**config.mk**
```make
export PLATFORM = sky130hd
export DESIGN_NAME = mic_array_top
export DESIGN_NICKNAME = d
export VERILOG_FILES = /design/src/verilog/mic_array_pkg.sv /design/src/verilog/i2s_clock_gen.sv /design/src/verilog/i2s_mic_receiver.sv /design/src/verilog/mic_sum_normalizer.sv /design/src/verilog/mic_apb_regs.sv /design/src/verilog/mic_array_top.sv
export SDC_FILE = /design/constraint.sdc
export NUM_CORES = 1
export LEC_CHECK = 0
export ABC_AREA = 1
export BUFFER_PORTS_ARGS = -buffer_cell sky130_fd_sc_hd__buf_2
export CAP_MARGIN = 30
export CORE_AREA = 2 2 224 226
export CTS_CLUSTER_SIZE = 14
export DETAILED_ROUTE_END_ITERATION = 8
export DIE_AREA = 0 0 226 228
export PLACE_DENSITY_LB_ADDON = 0.1
export SYNTH_ARGS = -nofsm -noshare
export SYNTH_HDL_FRONTEND = slang
export SYNTH_SLANG_ARGS = --single-unit
```
**constraint.sdc**
```tcl
create_clock -name clk -period 14.34 [get_ports clk]
set_input_delay 0 -clock clk [delete_from_list [all_inputs] [get_ports clk]]
set_output_delay 0 -clock clk [all_outputs]
set_load 0.1 [all_outputs]
```
**src/verilog/mic_array_pkg.sv**
```systemverilog
package mic_array_pkg;

    //----------------------------------------
    // Widths

    localparam int SAMPLE_W   = 24;  // One microphone sample
    localparam int SUM_W      = 28;  // Seven samples plus a guard bit
    localparam int NORM_SHIFT = 4;   // Low sum bits dropped
    localparam int SLOT_BITS  = 32;  // Serial periods per ws half
    localparam int APB_AW     = 8;
    localparam int APB_DW     = 32;

    typedef logic signed [SAMPLE_W-1:0] mic_sample_t;
    typedef logic signed [SAMPLE_W-1:0] mic_sum_t;   // Normalized sum

    //----------------------------------------
    // Register map

    typedef enum logic [APB_AW-1:0] {
        REG_CTRL   = 8'h00,  // Bit 0 enable
        REG_STATUS = 8'h04,  // Bit 0 new_sum, sticky
        REG_SUM    = 8'h08,
        REG_PEAK   = 8'h0C,
        REG_FRAMES = 8'h10,
        REG_MIC0   = 8'h20,
        REG_MIC1   = 8'h24,
        REG_MIC2   = 8'h28,
        REG_MIC3   = 8'h2C,
        REG_MIC4   = 8'h30,
        REG_MIC5   = 8'h34,
        REG_MIC6   = 8'h38
    } reg_addr_e;

    //----------------------------------------
    // State encodings

    typedef enum logic [1:0] {
        RX_WAIT,
        RX_SHIFT,
        RX_HOLD
    } rx_state_e;

    typedef enum logic [1:0] {
        APB_IDLE,
        APB_SETUP,
        APB_ACCESS
    } apb_state_e;

endpackage

```
**src/verilog/i2s_clock_gen.sv**
```systemverilog
`timescale 1ns/1ns

module i2s_clock_gen #(
    parameter int SCK_HALF = 2
) (
    input  logic       clk,
    input  logic       rst,
    input  logic       i_enable,
    output logic       o_sck,
    output logic       o_ws,
    output logic       o_bit_stb,
    output logic [4:0] o_slot_idx,
    output logic       o_frame_end
);

    localparam int PRE_W = (SCK_HALF > 1) ? $clog2(SCK_HALF) : 1;
    localparam int CNT_W = $clog2(2 * mic_array_pkg::SLOT_BITS);  // Slot plus ws

    logic [PRE_W-1:0] pre_cnt;
    logic [CNT_W-1:0] bit_cnt;
    logic             sck_q;
    logic             half_done;

    assign half_done = (pre_cnt == PRE_W'(SCK_HALF - 1));

    always_ff @(posedge clk or posedge rst) begin
        if (rst) begin
            pre_cnt     <= '0;
            bit_cnt     <= '0;
            sck_q       <= 1'b0;
            o_bit_stb   <= 1'b0;
            o_frame_end <= 1'b0;
        end else if (!i_enable) begin  // Park everything low
            pre_cnt     <= '0;
            bit_cnt     <= '0;
            sck_q       <= 1'b0;
            o_bit_stb   <= 1'b0;
            o_frame_end <= 1'b0;
        end else begin
            o_bit_stb   <= 1'b0;
            o_frame_end <= 1'b0;
            if (half_done) begin
                pre_cnt <= '0;
                sck_q   <= ~sck_q;
                if (!sck_q) begin
                    // Rising edge of sck
                    o_bit_stb   <= 1'b1;
                    o_frame_end <= (bit_cnt == CNT_W'(2 * mic_array_pkg::SLOT_BITS - 1));
                end else begin
                    bit_cnt <= bit_cnt + 1'b1;  // Next slot on falling edge
                end
            end else begin
                pre_cnt <= pre_cnt + 1'b1;
            end
        end
    end

    assign o_sck      = sck_q;
    assign o_ws       = bit_cnt[CNT_W-1];
    assign o_slot_idx = bit_cnt[CNT_W-2:0];

    // Frame end only on the last strobe of the right half
    a_frame_end_on_stb : assert property (
        @(posedge clk) disable iff (rst)
        o_frame_end |-> (o_bit_stb && o_ws && (o_slot_idx == 5'd31))
    );

endmodule

```
**src/verilog/i2s_mic_receiver.sv**
```systemverilog
`timescale 1ns/1ns

module i2s_mic_receiver #(
    parameter bit RIGHT_CH = 1'b0
) (
    input  logic                      clk,
    input  logic                      rst,
    input  logic                      i_bit_stb,
    input  logic                      i_ws,
    input  logic [4:0]                i_slot_idx,
    input  logic                      i_sd,
    output mic_array_pkg::mic_sample_t o_sample,
    output logic                      o_sample_vld
);

    localparam int SW = mic_array_pkg::SAMPLE_W;

    mic_array_pkg::rx_state_e   state;
    logic [SW-1:0]              shreg;
    mic_array_pkg::mic_sample_t sample_q;
    logic                       half_match;
    logic                       first_bit;
    logic                       last_bit;
    logic                       shift_en;

    assign half_match = (i_ws == RIGHT_CH);
    assign first_bit  = i_bit_stb && half_match && (i_slot_idx == 5'd1);  // MSB slot
    assign last_bit   = i_bit_stb && (i_slot_idx == 5'(SW));
    assign shift_en   = i_bit_stb && half_match &&
                        ((state == mic_array_pkg::RX_WAIT && first_bit) ||
                         state == mic_array_pkg::RX_SHIFT);

    //----------------------------------------
    // Control FSM

    always_ff @(posedge clk or posedge rst) begin
        if (rst) begin
            state <= mic_array_pkg::RX_WAIT;
        end else begin
            case (state)
                mic_array_pkg::RX_WAIT: begin
                    if (first_bit)
                        state <= mic_array_pkg::RX_SHIFT;
                end
                mic_array_pkg::RX_SHIFT: begin
                    if (!half_match || i_slot_idx == 5'd0)
                        state <= mic_array_pkg::RX_WAIT;  // Clock stopped mid-word
                    else if (last_bit)
                        state <= mic_array_pkg::RX_HOLD;
                end
                mic_array_pkg::RX_HOLD: state <= mic_array_pkg::RX_WAIT;
                default:                state <= mic_array_pkg::RX_WAIT;
            endcase
        end
    end

    //----------------------------------------
    // Datapath

    always_ff @(posedge clk or posedge rst) begin
        if (rst) begin
            shreg    <= '0;
            sample_q <= '0;
        end else begin
            if (shift_en)
                shreg <= {shreg[SW-2:0], i_sd};
            if (state == mic_array_pkg::RX_HOLD)
                sample_q <= shreg;
        end
    end

    // Word is forwarded straight from the shifter during the valid cycle
    assign o_sample     = (state == mic_array_pkg::RX_HOLD) ? shreg : sample_q;
    assign o_sample_vld = (state == mic_array_pkg::RX_HOLD);

    a_shift_in_own_half : assert property (
        @(posedge clk) disable iff (rst)
        (i_bit_stb && state == mic_array_pkg::RX_SHIFT) |->
            (half_match && i_slot_idx >= 5'd2 && i_slot_idx <= 5'(SW))
    );

    // Single pulse, and the word stays put once the pulse is over
    a_vld_one_cycle : assert property (
        @(posedge clk) disable iff (rst)
        o_sample_vld |=> (!o_sample_vld && $stable(o_sample))
    );

endmodule

```
**src/verilog/mic_sum_normalizer.sv**
```systemverilog
`timescale 1ns/1ns

module mic_sum_normalizer #(
    parameter int N_MICS = 7
) (
    input  logic                       clk,
    input  logic                       rst,
    input  mic_array_pkg::mic_sample_t i_samples [N_MICS],
    input  logic [N_MICS-1:0]          i_sample_vld,
    input  logic                       i_frame_end,
    input  logic                       i_peak_clr,
    output mic_array_pkg::mic_sample_t o_samples [N_MICS],
    output mic_array_pkg::mic_sum_t    o_sum,
    output logic                       o_sum_vld,
    output mic_array_pkg::mic_sum_t    o_peak
);

    localparam int SW = mic_array_pkg::SAMPLE_W;
    localparam mic_array_pkg::mic_sum_t SUM_MIN = {1'b1, {(SW-1){1'b0}}};

    logic signed [mic_array_pkg::SUM_W-1:0] acc;
    mic_array_pkg::mic_sum_t                abs_sum;

    // Hold each microphone's latest word
    always_ff @(posedge clk or posedge rst) begin
        if (rst) begin
            for (int i = 0; i < N_MICS; i++)
                o_samples[i] <= '0;
        end else begin
            for (int i = 0; i < N_MICS; i++)
                if (i_sample_vld[i])
                    o_samples[i] <= i_samples[i];
        end
    end

    always_comb begin
        acc = '0;
        for (int i = 0; i < N_MICS; i++)
            acc = acc + o_samples[i];  // Sign-extended add
    end

    always_comb begin
        if (!o_sum[SW-1])
            abs_sum = o_sum;
        else if (o_sum == SUM_MIN)
            abs_sum = ~SUM_MIN;        // Saturate -2^23
        else
            abs_sum = -o_sum;
    end

    //----------------------------------------
    // Sum and peak

    always_ff @(posedge clk or posedge rst) begin
        if (rst) begin
            o_sum     <= '0;
            o_sum_vld <= 1'b0;
            o_peak    <= '0;
        end else begin
            o_sum_vld <= i_frame_end;
            if (i_frame_end)
                o_sum <= mic_array_pkg::mic_sum_t'(acc >>> mic_array_pkg::NORM_SHIFT);
            if (i_peak_clr)
                o_peak <= '0;
            else if (o_sum_vld && abs_sum > o_peak)
                o_peak <= abs_sum;     // One clock after the sum
        end
    end

endmodule

```
**src/verilog/mic_apb_regs.sv**
```systemverilog
`timescale 1ns/1ns

module mic_apb_regs #(
    parameter int N_MICS = 7
) (
    input  logic                              clk,
    input  logic                              rst,
    input  logic                              i_psel,
    input  logic                              i_penable,
    input  logic                              i_pwrite,
    input  logic [mic_array_pkg::APB_AW-1:0]  i_paddr,
    input  logic [mic_array_pkg::APB_DW-1:0]  i_pwdata,
    output logic [mic_array_pkg::APB_DW-1:0]  o_prdata,
    output logic                              o_pready,
    output logic                              o_pslverr,
    input  mic_array_pkg::mic_sample_t        i_samples [N_MICS],
    input  mic_array_pkg::mic_sum_t           i_sum,
    input  logic                              i_sum_vld,
    input  mic_array_pkg::mic_sum_t           i_peak,
    output logic                              o_enable,
    output logic                              o_peak_clr
);

    localparam int DW = mic_array_pkg::APB_DW;
    localparam int SW = mic_array_pkg::SAMPLE_W;

    mic_array_pkg::apb_state_e phase;
    mic_array_pkg::apb_state_e phase_q;  // Phase of the previous cycle
    logic                      access;
    logic                      addr_ok;
    logic [DW-1:0]             rdata;
    logic [2:0]                mic_idx;
    logic                      new_sum;
    logic [DW-1:0]             frame_cnt;
    logic                      rd_sum;

    function automatic logic [DW-1:0] sext(input mic_array_pkg::mic_sample_t v);
        return {{(DW-SW){v[SW-1]}}, v};
    endfunction

    //----------------------------------------
    // Bus phase tracking

    always_comb begin
        if (!i_psel)
            phase = mic_array_pkg::APB_IDLE;
        else if (!i_penable)
            phase = mic_array_pkg::APB_SETUP;
        else
            phase = mic_array_pkg::APB_ACCESS;
    end

    always_ff @(posedge clk or posedge rst) begin
        if (rst)
            phase_q <= mic_array_pkg::APB_IDLE;
        else
            phase_q <= phase;
    end

    assign access  = (phase == mic_array_pkg::APB_ACCESS);
    assign mic_idx = i_paddr[4:2];  // 0x20 base, word spaced

    //----------------------------------------
    // Address decode and read mux

    always_comb begin
        rdata   = '0;
        addr_ok = 1'b1;
        case (i_paddr)
            mic_array_pkg::REG_CTRL:   rdata = DW'(o_enable);
            mic_array_pkg::REG_STATUS: rdata = DW'(new_sum);
            mic_array_pkg::REG_SUM:    rdata = sext(i_sum);
            mic_array_pkg::REG_PEAK:   rdata = sext(i_peak);
            mic_array_pkg::REG_FRAMES: rdata = frame_cnt;
            mic_array_pkg::REG_MIC0, mic_array_pkg::REG_MIC1,
            mic_array_pkg::REG_MIC2, mic_array_pkg::REG_MIC3,
            mic_array_pkg::REG_MIC4, mic_array_pkg::REG_MIC5,
            mic_array_pkg::REG_MIC6: begin
                if (int'(mic_idx) < N_MICS)
                    rdata = sext(i_samples[mic_idx]);
                else
                    addr_ok = 1'b0;
            end
            default: addr_ok = 1'b0;
        endcase
    end

    assign o_pready   = access;                       // No wait states
    assign o_pslverr  = access && !addr_ok;
    assign o_prdata   = (access && !i_pwrite) ? rdata : '0;
    assign rd_sum     = access && !i_pwrite && (i_paddr == mic_array_pkg::REG_SUM);
    assign o_peak_clr = access && i_pwrite && (i_paddr == mic_array_pkg::REG_PEAK);

    //----------------------------------------
    // Control and status state

    always_ff @(posedge clk or posedge rst) begin
        if (rst) begin
            o_enable  <= 1'b0;
            new_sum   <= 1'b0;
            frame_cnt <= '0;
        end else begin
            if (access && i_pwrite && i_paddr == mic_array_pkg::REG_CTRL)
                o_enable <= i_pwdata[0];
            if (i_sum_vld)
                new_sum <= 1'b1;   // Set wins over a same-cycle read
            else if (rd_sum)
                new_sum <= 1'b0;
            if (i_sum_vld)
                frame_cnt <= frame_cnt + 1'b1;
        end
    end

    a_enable_after_setup : assert property (
        @(posedge clk) disable iff (rst)
        (phase == mic_array_pkg::APB_ACCESS) |-> (phase_q == mic_array_pkg::APB_SETUP)
    );

endmodule

```
**src/verilog/mic_array_top.sv**
```systemverilog
`timescale 1ns/1ns

module mic_array_top #(
    parameter int                N_MICS     = 7,
    parameter int                SCK_HALF   = 2,
    parameter logic [N_MICS-1:0] RIGHT_MASK = 7'b1101010  // 1 selects right slot
) (
    input  logic                              clk,
    input  logic                              rst,
    input  logic [N_MICS-1:0]                 i_sd,
    output logic                              o_sck,
    output logic                              o_ws,
    input  logic                              i_psel,
    input  logic                              i_penable,
    input  logic                              i_pwrite,
    input  logic [mic_array_pkg::APB_AW-1:0]  i_paddr,
    input  logic [mic_array_pkg::APB_DW-1:0]  i_pwdata,
    output logic [mic_array_pkg::APB_DW-1:0]  o_prdata,
    output logic                              o_pready,
    output logic                              o_pslverr
);

    logic                       enable;
    logic                       bit_stb;
    logic [4:0]                 slot_idx;
    logic                       frame_end;
    mic_array_pkg::mic_sample_t sample     [N_MICS];
    logic [N_MICS-1:0]          sample_vld;
    mic_array_pkg::mic_sample_t lat_sample [N_MICS];  // Combiner copies for readback
    mic_array_pkg::mic_sum_t    sum;
    logic                       sum_vld;
    mic_array_pkg::mic_sum_t    peak;
    logic                       peak_clr;

    //----------------------------------------
    // Shared serial clock and word select

    i2s_clock_gen #(
        .SCK_HALF    (SCK_HALF)
    ) u_clk_gen (
        .clk         (clk),
        .rst         (rst),
        .i_enable    (enable),
        .o_sck       (o_sck),
        .o_ws        (o_ws),
        .o_bit_stb   (bit_stb),
        .o_slot_idx  (slot_idx),
        .o_frame_end (frame_end)
    );

    // One receiver per microphone line
    for (genvar g = 0; g < N_MICS; g++) begin : g_rx
        i2s_mic_receiver #(
            .RIGHT_CH     (RIGHT_MASK[g])
        ) u_rx (
            .clk          (clk),
            .rst          (rst),
            .i_bit_stb    (bit_stb),
            .i_ws         (o_ws),
            .i_slot_idx   (slot_idx),
            .i_sd         (i_sd[g]),
            .o_sample     (sample[g]),
            .o_sample_vld (sample_vld[g])
        );
    end

    mic_sum_normalizer #(
        .N_MICS       (N_MICS)
    ) u_sum (
        .clk          (clk),
        .rst          (rst),
        .i_samples    (sample),
        .i_sample_vld (sample_vld),
        .i_frame_end  (frame_end),
        .i_peak_clr   (peak_clr),
        .o_samples    (lat_sample),
        .o_sum        (sum),
        .o_sum_vld    (sum_vld),
        .o_peak       (peak)
    );

    mic_apb_regs #(
        .N_MICS     (N_MICS)
    ) u_regs (
        .clk        (clk),
        .rst        (rst),
        .i_psel     (i_psel),
        .i_penable  (i_penable),
        .i_pwrite   (i_pwrite),
        .i_paddr    (i_paddr),
        .i_pwdata   (i_pwdata),
        .o_prdata   (o_prdata),
        .o_pready   (o_pready),
        .o_pslverr  (o_pslverr),
        .i_samples  (lat_sample),
        .i_sum      (sum),
        .i_sum_vld  (sum_vld),
        .i_peak     (peak),
        .o_enable   (enable),
        .o_peak_clr (peak_clr)
    );

endmodule

```
* After elaboration in Yosys (flattened, before gate mapping)
Index checks and enable logic that the tools add are counted.
** Operators by class
- Multiplexer cells :: 41
- Multiply operators :: 0
- Equality and inequality tests :: 46
- Add/subtract/negate cells :: 10
- Magnitude comparators :: 3
- Shifts and indexed selects :: 0
- Div/mod/pow operators :: 0
- Reduce and logical (&&, ||, !) cells :: 59
- Bitwise operators :: 3
** Operators by type and width (count)
- $pmux W32 S6 :: 1
- $mux W24 :: 6
- $add A28 B24 Y28 :: 4
- $bmux W24 S3 :: 1
- $mux W32 :: 2
- $eq A8 B6 Y1 const B :: 7
- $add A32 B1 Y32 const B :: 1
- $pmux W2 S2 :: 7
- $add A25 B24 Y26 :: 1
- $logic_and A1 B1 Y1 :: 26
- $add A24 B24 Y25 :: 1
- $eq A24 B24 Y1 const B :: 1
- $gt A24 B24 Y1 :: 1
- $neg A24 Y24 :: 1
- $mux W6 :: 3
- $ne A3 B3 Y1 const B :: 6
- $eq A2 B2 Y1 const B :: 8
- $eq A8 B4 Y1 const B :: 2
- $reduce_and A2 Y1 :: 8
- $eq A2 B1 Y1 const B :: 7
- $logic_not A2 Y1 :: 7
- $mux W2 :: 7
- $ne A2 B2 Y1 const B :: 7
- $mux W1 :: 13
- other kinds (21) :: 34
** Word-level totals
- Flip-flop bits (word level) :: 443
- Memories kept :: 0
- Latch bits :: 0
- Bits in writable memories :: 0
- Output and inout bits :: 36
- Word-level logic and storage cells :: 194
- Bits in read-only memories :: 0
- Input port bits :: 52

* Logic depth before layout (Yosys ltp)
Gate-level depths: netlist (run 1).
- Depth in word-level cells :: 7
- Gate-level depth with buffers :: 27
- Depth with buffers taken out :: 27

* By module
Synthesis (run 1) repeated with hierarchy kept, for this count alone.
** Unflattened totals
- Cells, all modules :: 4175
- Area total of the unflattened synthesis :: 33647.3 um2
** By module, submodules not included
- mic_sum_normalizer :: instances 1, area an instance 14473.9 um2, cells an instance 1704, sequential area each 5430.2 um2
- i2s_mic_receiver at g_rx[1].u_rx ... :: instances 4, area an instance 2045.7 um2, cells an instance 231, sequential area each 1251.2 um2
- i2s_mic_receiver at g_rx[0].u_rx ... :: instances 3, area an instance 2073.2 um2, cells an instance 232, sequential area each 1251.2 um2
- mic_apb_regs :: instances 1, area an instance 4260.3 um2, cells an instance 795, sequential area each 850.8 um2
- i2s_clock_gen :: instances 1, area an instance 510.5 um2, cells an instance 56, sequential area each 250.2 um2

* Least setup slack after synthesis (run 1)
No wires, ideal clock.
- Path type :: register to register
- Start :: register u_sum.o_samples[97] in the netlist's numbering
- End :: register u_sum.o_sum[17]
- Buffers on the path :: 0
- Stages on the path, launching flop included :: 25
- Required time :: 14.209 ns
- Path slack :: 9.199 ns
- Clock period less this slack :: 5.141 ns
- Data arrival time :: 5.010 ns
- Library setup time :: 0.131 ns
- Cells stage by stage :: dfrtp_1 fa_1 ha_1 fa_1 nand3_1 nand2_1 a21oi_1 o21ai_0 a21oi_1 xnor2_1 fa_1 fa_1 inv_1 fa_1 inv_1 ha_1 nand2_1 nor2_1 inv_1 nor3_1 nand3_1 nand3_1 nand2_1 nand3_1 o21ai_0
** On the way
- Cells in the longest elaborated chain, start to end :: 5
** Ends and longest elaborated chain
- start, declared :: RTL line mic_sum_normalizer.sv:12 : output mic_array_pkg::mic_sample_t o_samples [N_MICS],
- start signal, assigned by index :: RTL line mic_sum_normalizer.sv:32 : o_samples[i] <= i_samples[i];
- $add A25 B24 Y26 :: RTL line mic_sum_normalizer.sv:39 : acc = acc + o_samples[i];
- $add A28 B24 Y28 (4 in a row) :: RTL line mic_sum_normalizer.sv:39
- end signal, assigned :: RTL line mic_sum_normalizer.sv:62 : o_sum <= mic_array_pkg::mic_sum_t'(acc >>> mic_array_pkg::NORM_SHIFT);
- end, declared :: RTL line mic_sum_normalizer.sv:13 : output mic_array_pkg::mic_sum_t o_sum,
No other way between the ends.
A chain may end at the register's enable or synchronous reset.

* Worst setup path in the final report (run 1)
- Start :: register u_sum.o_samples[97] in the netlist's numbering
- End :: register u_sum.o_sum[14]
The elaborated chain is that of the path after synthesis.

==> metrics, run 1 <==
Worst VDD drop=0.110 mV; diode count=0; post-layout min period=6.31 ns; Final Setup Violations=0; cell internal pwr=2.15 mW; Reg power frac=46.2%; setup TNS=0 ns; CTS buffer count=50; kind of critical path=flop to flop; Fin. Hold Viols=0; initial antenna violation count=1; global-route wire length before repair=124 mm; Inst Count DP=3,870; leading register cell type out of synthesis=dfrtp_1; number of buffers added on ports=56; final non-filler cell total=3,977; switching share of power=approximately 25%; Crit. End Element=flop; # H-tree levels=2; Comb power frac=under 10%; Max Fclk=around 0.16 GHz; #FFs+latches synth=443; Setup Skew=0.0530 ns; Final WS setup=8.03 ns; worst hold path class=input pin to async pin; drt drc=0; Site Rows=82; DRT Pass-1 Iters=5; vias in the first global route=~21,000; Clock power frac=a little under half; Yosys cell types=53; number of setup buffers added after CTS=0; Worst setup SP type=flop; Arrival @ worst endpoint=6.75 ns; Clk pin slew, worst setup/hold paths=0.06 ns; Core ar.=slightly below 50,000 µm²; Req. time, crit path=14.78 ns; Detailed Place HPWL=59.6 mm; fraction of registers with async set/reset=between 90% and 100%; Synth top cells by count=nand2_1, inv_1, dfrtp_1; Layout Nets=approximately 3,500; status=complete, no violations; layout cells sized above 1=slightly below 7%; RSZ-0062 raised after global routing=false; Leak=13.9 nW; clock sink count=443; clock root cell=clkbuf_16; Routed WL=just under 80 mm; IO Pins=88; Initial Util=53.0%; area grow syn2layout=9.91%; post-DR vias/cell=5.46; Syn Inst Count=approximately 3,200; largest area contributor in the synthesized netlist=dfrtp_1; largest net degree at the start of global routing=123; worst r2r path cells=25; pre-CTS WS=8.12 ns; Post-Syn Area per Cell=8.08 µm²; Rel. slew slack=34.2%; synth top area cells=dfrtp_1, nand2_1, fa_1; switching pwr=713 µW; Synth warnings=0; vias post-DR=21,700; GRT Overall Usage=31.6%; gr ovfl total=0; sequential-to-total area share from yosys stat=42.4%; post-synthesis cell area=about 26,000 µm²; CTS tree=yes; Longest Clk Path Bufs=3; Chip Width=226 µm; Least-Margin Pin Slew=0.985 ns; clk_lat worst skew=0.62 ns; routability-driven placement congestion ratio=just under 1; pwr dens=99.7 nW/µm²; Post-synth EDFFs=0; Antenna Nets Post-Route=0; Synthesized Nets=3,473; die area=just over 50,000 µm²; worst-path maximum fanout=5; Iter 0 DRT Violations=1,958; design area=around 29,000 µm²; max cap viols=0; Synth top area share=between 40% and 50%; Max Slew Vio Count=0; WL per Instance=19.9 µm; final cycle utilization of the critical path=44.0%; Placed Area=26,900 µm²; top-count cell post-synth=nand2_1; Die Ht=~230 µm
## worst paths after layout
| path | from | endpoint | slack [ns] |
|---|---|---|---|
| min reg2reg | u_clk_gen.half_done$_DFF_PP0_ | u_clk_gen.half_done$_DFF_PP0_ | 0.42 |
| max | u_sum.o_samples[97]$_DFFE_PP0N_ | u_sum.o_sum[14]$_DFFE_PP0P_ | 8.03 |
| min | rst | u_sum.o_samples[43]$_DFFE_PP0N_ | 0.11 |
| max reg2reg | u_sum.o_samples[97]$_DFFE_PP0N_ | u_sum.o_sum[14]$_DFFE_PP0P_ | 8.03 |
| min in group clk | i_sd[5] | g_rx[5].u_rx.shreg[0]$_DFFE_PP0P_ | 0.18 |
| max in group asynchronous | rst | g_rx[5].u_rx.shreg[3]$_DFFE_PP0P_ | 11.16 |
## metal layers
metal | track usage, % | wire length [µm] | up-vias
li1 | - | - | 10400
met1 | 43.0 | 33900 | 10500
met2 | 50.5 | 36800 | 622
met3 | 4.38 | 4340 | 153
met4 | 14.2 | 3970 | 2
met5 | 0 | 12 | -
## flip-flops by register name, summed over array words and instances, names as in the netlist
name and count:
u_regs.new_sum 1, g_rx.u_rx.state 14, u_clk_gen.o_sck 1, u_sum.o_sum 24
u_regs.frame_cnt 32, u_clk_gen.bit_cnt 6, g_rx.u_rx.shreg 168, u_sum.o_sum_vld 1
u_clk_gen.half_done 1, u_regs.o_enable 1, u_sum.o_peak 24, u_clk_gen.o_frame_end 1
u_sum.o_samples 168, u_clk_gen.o_bit_stb 1
## metrics by stage
| step | hold slack [ns] | total power [mW] | util, % |
|---|---|---|---|
| global placement | 0.217 | 1.52 | 54.4 |
| floorplan | 0.121 | 1.47 | - |
| finish | 0.112 | 2.87 | 58.3 |
| global route | 0.177 | 2.98 | 58.3 |
| CTS | 0.134 | 2.89 | 58.3 |
| detailed placement | 0.225 | 1.52 | 54.4 |
## area by class of cell
cell class              instances  area [µm²]
fillers                      4590       20600
multi-input cells            2148       12400
flip-flops and latches        443       11100
inverters                     521        1960
clock buffers                  75        1530
well taps                     672         841
repair buffers                 99         656
clock inverters                19         246
## power by group through the flow
stage	sequential (mW)	clock, mW	combinational [mW]
after CTS	1.33	1.39	0.181
final	1.33	1.36	0.180
after floorplan	1.36	0	0.119
after global placement	1.35	0	0.172
after global routing	1.33	1.44	0.204
after detailed placement	1.35	0	0.177
## cell families after synthesis
| group | count (synthesis) | synth area share [%] |
|---|---|---|
| flip-flops | 443 | 42.4 |
| AND/OR/NAND/NOR | 1281 | 20.8 |
| multiplexers | 1 | 0.0430 |
| AO/OA/AOI/OAI | 624 | 13.1 |
| XOR/XNOR | 60 | 2.01 |
| adder cells (fa/ha/maj) | 182 | 11.7 |
| buffers and inverters | 648 | 10.1 |
## worst max-delay path, cell delays in order (launching register included)
cell	delay, ns
dfrtp_1	0.44
fa_1	0.56
ha_1	0.20
fa_1	0.22
nand3_1	0.08
nand2_1	0.25
a21oi_1	0.20
o21ai_0	0.58
nand3_1	0.14
nand2_1	0.12
xor2_1	0.27
fa_1	0.49
fa_1	0.51
inv_1	0.05
fa_1	0.56
inv_1	0.06
ha_1	0.39
nand2_1	0.16
nor2_1	0.15
inv_1	0.06
nor2_1	0.18
nand4_1	0.14
nand3_1	0.12
nand2_1	0.05
nand3_1	0.08
o21ai_0	0.09
## cell usage in the layout (no fill, tap or decap), drive strengths merged
master and n:
o31ai 2, o22ai 4, xor2 41, nand3 159
nor4 7, nand3b 7, dfrtp 443, o2111ai 1
a211oi 2, o211ai 2, clkinv 10, ha 79
nand4 59, o21bai 6, or2 3, o21ai 415
fa 103, nor2 202, o221ai 28, o21a 1
bufinv 4, xnor2 19, o2111a 1, dlygate4sd3 13
buf 86, a21oi 116, nand2 815, a22oi 6
a21o 4, inv 523, nor3 29, a21boi 2
a31oi 15, mux2 1, a221oi 19, clkinvlp 3
clkbuf 75
## repair_timing
| action | CTS | global route |
|---|---|---|
| hold buffers | 13 | 0 |
| hold endpoints to repair | 129 | 0 |
| gates resized for setup | 0 | 0 |
(Power assumes the default switching activity.)
==> run 2, diff against run 1 <==
ABC_AREA = 0   (was 1)
CORE_AREA = 2 2 218 220   (was 2 2 224 226)
DIE_AREA = 0 0 220 222   (was 0 0 226 228)
clock period = 6.03 ns   (was 14.34 ns; I/O delays follow)
==> run 2 against run 1 <==
  * The run now ends with negative setup slack left
  * Sequential share of layout area is 0.57 points lower
  * Setup slack worse by 8.4 ns
  * Via count is 23% lower
  * Register-to-register slack worse by 8.4 ns
  * Combinational power is 17% lower
  * Cell count is 26% lower
  * Utilization is 4.8 points higher
  * Highest routed layer is now met4
==> metrics, run 2 <==
vias post-DR=16,700; violated checks=negative setup slack; fraction of registers with async set/reset=between 90% and 100%; worst-path maximum fanout=4; commonest non-fill, non-tap cell in the layout=dfrtp_1; final non-filler cell total=~2,900; Synth top cells by count=dfrtp_1, mux2_2, inv_1; post-synthesis cell area=24,800 µm²; Post-Syn Area per Cell=11.8 µm²; status=finished, violations left; WL per Instance=20.2 µm; final cycle utilization of the critical path=107%; Longest Clk Path Bufs=3; kind of critical path=flop to flop; synth top area cells=dfrtp_1, mux2_2, fa_1; post-layout min period=between 6 and 7 ns; Synth warnings=0; DRT Pass-1 Iters=5; GRT Overall Usage=about a quarter; setup TNS=-2.64 ns; Leak=14.9 nW; Antenna Nets Post-Route=0; drt drc=0; routability-driven placement congestion ratio=0.923; #FFs+latches synth=443; Fin. Hold Viols=0; Rel. slew slack=a little under a quarter; worst hold slack=~0.18 ns; top-count cell post-synth=dfrtp_1; Arrival @ worst endpoint=6.93 ns; max cap viols=0; Worst setup SP type=flop; Req. time, crit path=6.53 ns; largest area contributor in the synthesized netlist=dfrtp_1; layout cells sized above 1=approximately 34%; clock sink count=443; sequential-to-total area share from yosys stat=between 40 and 50%; gr ovfl total=0; Final Setup Violations=12; most frequent cells in the layout=dfrtp_1, mux2_2, inv_1, buf_4, nand2_1; global-route wire length before repair=94.3 mm; leading register cell type out of synthesis=dfrtp_1; Site Rows=79; Syn Inst Count=2,100; largest net degree at the start of global routing=164; Inst Count DP=approximately 2,800; Worst VDD drop=between 0.2 and 0.25 mV; Least-Margin Pin Slew=around 1.1 ns; IO Pins=88; CTS buffer count=49; Synthesized Nets=2,334; Initial Util=a little over half; diode count=0; clock root cell=clkbuf_16; Max Slew Vio Count=0; Max Fclk=0.155 GHz; RSZ-0062 raised after global routing=true; Setup Skew=0.0197 ns; number of buffers added on ports=between 50 and 60; area grow syn2layout=17.8%; Detailed Place HPWL=43.5 mm; # H-tree levels=2; Iter 0 DRT Violations=1,326; Clk pin slew, worst setup/hold paths=0.06 ns; Post-synth EDFFs=0; worst hold path class=input pin to flop; die area=48,800 µm²; Chip Width=220 µm; Routed WL=59.0 mm; vias in the first global route=between 15,000 and 20,000; biggest regs=g_rx.u_rx.shreg (168), u_sum.o_samples (168), u_regs.frame_cnt (32); Die Ht=222 µm; post-DR vias/cell=5.72; pwr dens=between 200 and 250 nW/µm²; Final WS setup=-0.403 ns; Core ar.=46,300 µm²; clk_lat worst skew=0.60 ns; initial antenna violation count=0; Yosys cell types=between 70 and 80; design area=29,200 µm²; Synth top area share=approximately 45%; Layout Nets=between 2,000 and 3,000; Placed Area=~27,000 µm²; CTS tree=yes; Crit. End Element=flop
## run 2: cell count changes in the layout (fill, tap and decap cells not counted), moves of 22 or more
cell / delta
nand4_1: -40
mux2i_1: +31
o221ai_1: -28
mux4_2: +22
nand2_1: -709
o211ai_1: +44
inv_1: -342
buf_4: +134
nor2_1: -133
o21ai_0: -355
mux2_2: +337
xnor2_1: +26
nand3_1: -109
## run 2: layout make-up
class / count / area [µm²]
clock buffers: 73 / 1490
clock inverters: 17 / 250
fillers: 3665 / 17100
inverters: 177 / 668
multi-input cells: 1372 / 13200
flip-flops and latches: 443 / 11100
well taps: 607 / 759
repair buffers: 235 / 1710
## run 2: timing repair
action | CTS | global route
pin swaps | 38 | 52
resized for setup | 34 | 56
endpoints found under the hold margin | 214 | 0
hold buffers | 11 | 0
setup buffers | 16 | 10
endpoints found under the setup margin | 13 | 17
## run 2: layer usage
| layer | vias up | wire [µm] | GRT usage (%) |
|---|---|---|---|
| met3 | 69 | 2630 | 3.69 |
| li1 | 7777 | - | - |
| met4 | 0 | 1260 | 6.39 |
| met2 | 323 | 26500 | 37.4 |
| met1 | 8562 | 28600 | 37.4 |
| met5 | - | 0 | 0 |
## run 2: logic make-up (layout without fill, tap and decap cells)
kind of cell / after synthesis / in the layout / synth area share [%]
buf+inv: 285 / 502 / 4.32
fa+ha+maj: 182 / 182 / 12.3
mux: 396 / 396 / 18.8
xor+xnor: 84 / 84 / 2.97
compound gates: 358 / 358 / 9.52
flops: 443 / 443 / 44.7
simple gates: 352 / 352 / 7.29
## run 2: worst max-delay path: stages (launching register included)
cell      delay [ns]
dfrtp_1         0.40
fa_2            0.51
ha_4            0.19
fa_2            0.36
a21o_1          0.20
o21a_1          0.22
buf_4           0.14
buf_6           0.11
o21ai_4         0.14
o21bai_2        0.10
a21oi_2         0.14
o21bai_1        0.08
a21oi_2         0.17
xnor2_2         0.16
fa_2            0.49
fa_1            0.50
inv_2           0.04
fa_1            0.52
inv_2           0.05
ha_4            0.15
or3_4           0.32
o21ba_4         0.22
nor3_4          0.19
a21oi_4         0.10
a221oi_2        0.27
or4b_1          0.46
o211ai_1        0.10
## run 2: final timing paths
path	startpoint	end	slack, ns	cells past startpoint
setup / recovery	u_sum.o_samples[145]$_DFFE_PP0N_	u_sum.o_sum[23]$_DFFE_PP0P_	-0.40	26
hold / removal	i_sd[2]	g_rx[2].u_rx.shreg[0]$_DFFE_PP0P_	0.18	3
setup reg to reg	u_sum.o_samples[145]$_DFFE_PP0N_	u_sum.o_sum[23]$_DFFE_PP0P_	-0.40	26
hold reg to reg	u_regs.frame_cnt[31]$_DFFE_PP0P_	u_regs.frame_cnt[31]$_DFFE_PP0P_	0.48	1
max in group asynchronous	rst	u_sum.o_samples[144]$_DFFE_PP0N_	4.30	5
min in group asynchronous	rst	u_clk_gen.bit_cnt[0]$_DFFE_PP0P_	0.19	4
## run 2: per-stage QoR
| stage | setup slack, ns | total power [mW] | util, % |
|---|---|---|---|
| floorplan | -0.0401 | 3.14 | - |
| global placement | -0.366 | 3.19 | 57.7 |
| detailed placement | -0.476 | 3.19 | 57.7 |
| CTS | -0.364 | 6.41 | 62.3 |
| global route | -0.629 | 6.54 | 63.1 |
| finish | -0.403 | 6.33 | 63.1 |
## run 2: where the power goes
group,internal [mW],total (mW),switching [mW]
combinational,0.0378,0.150,0.112
clock,1.96,3.20,1.24
sequential,2.98,2.99,0.00664
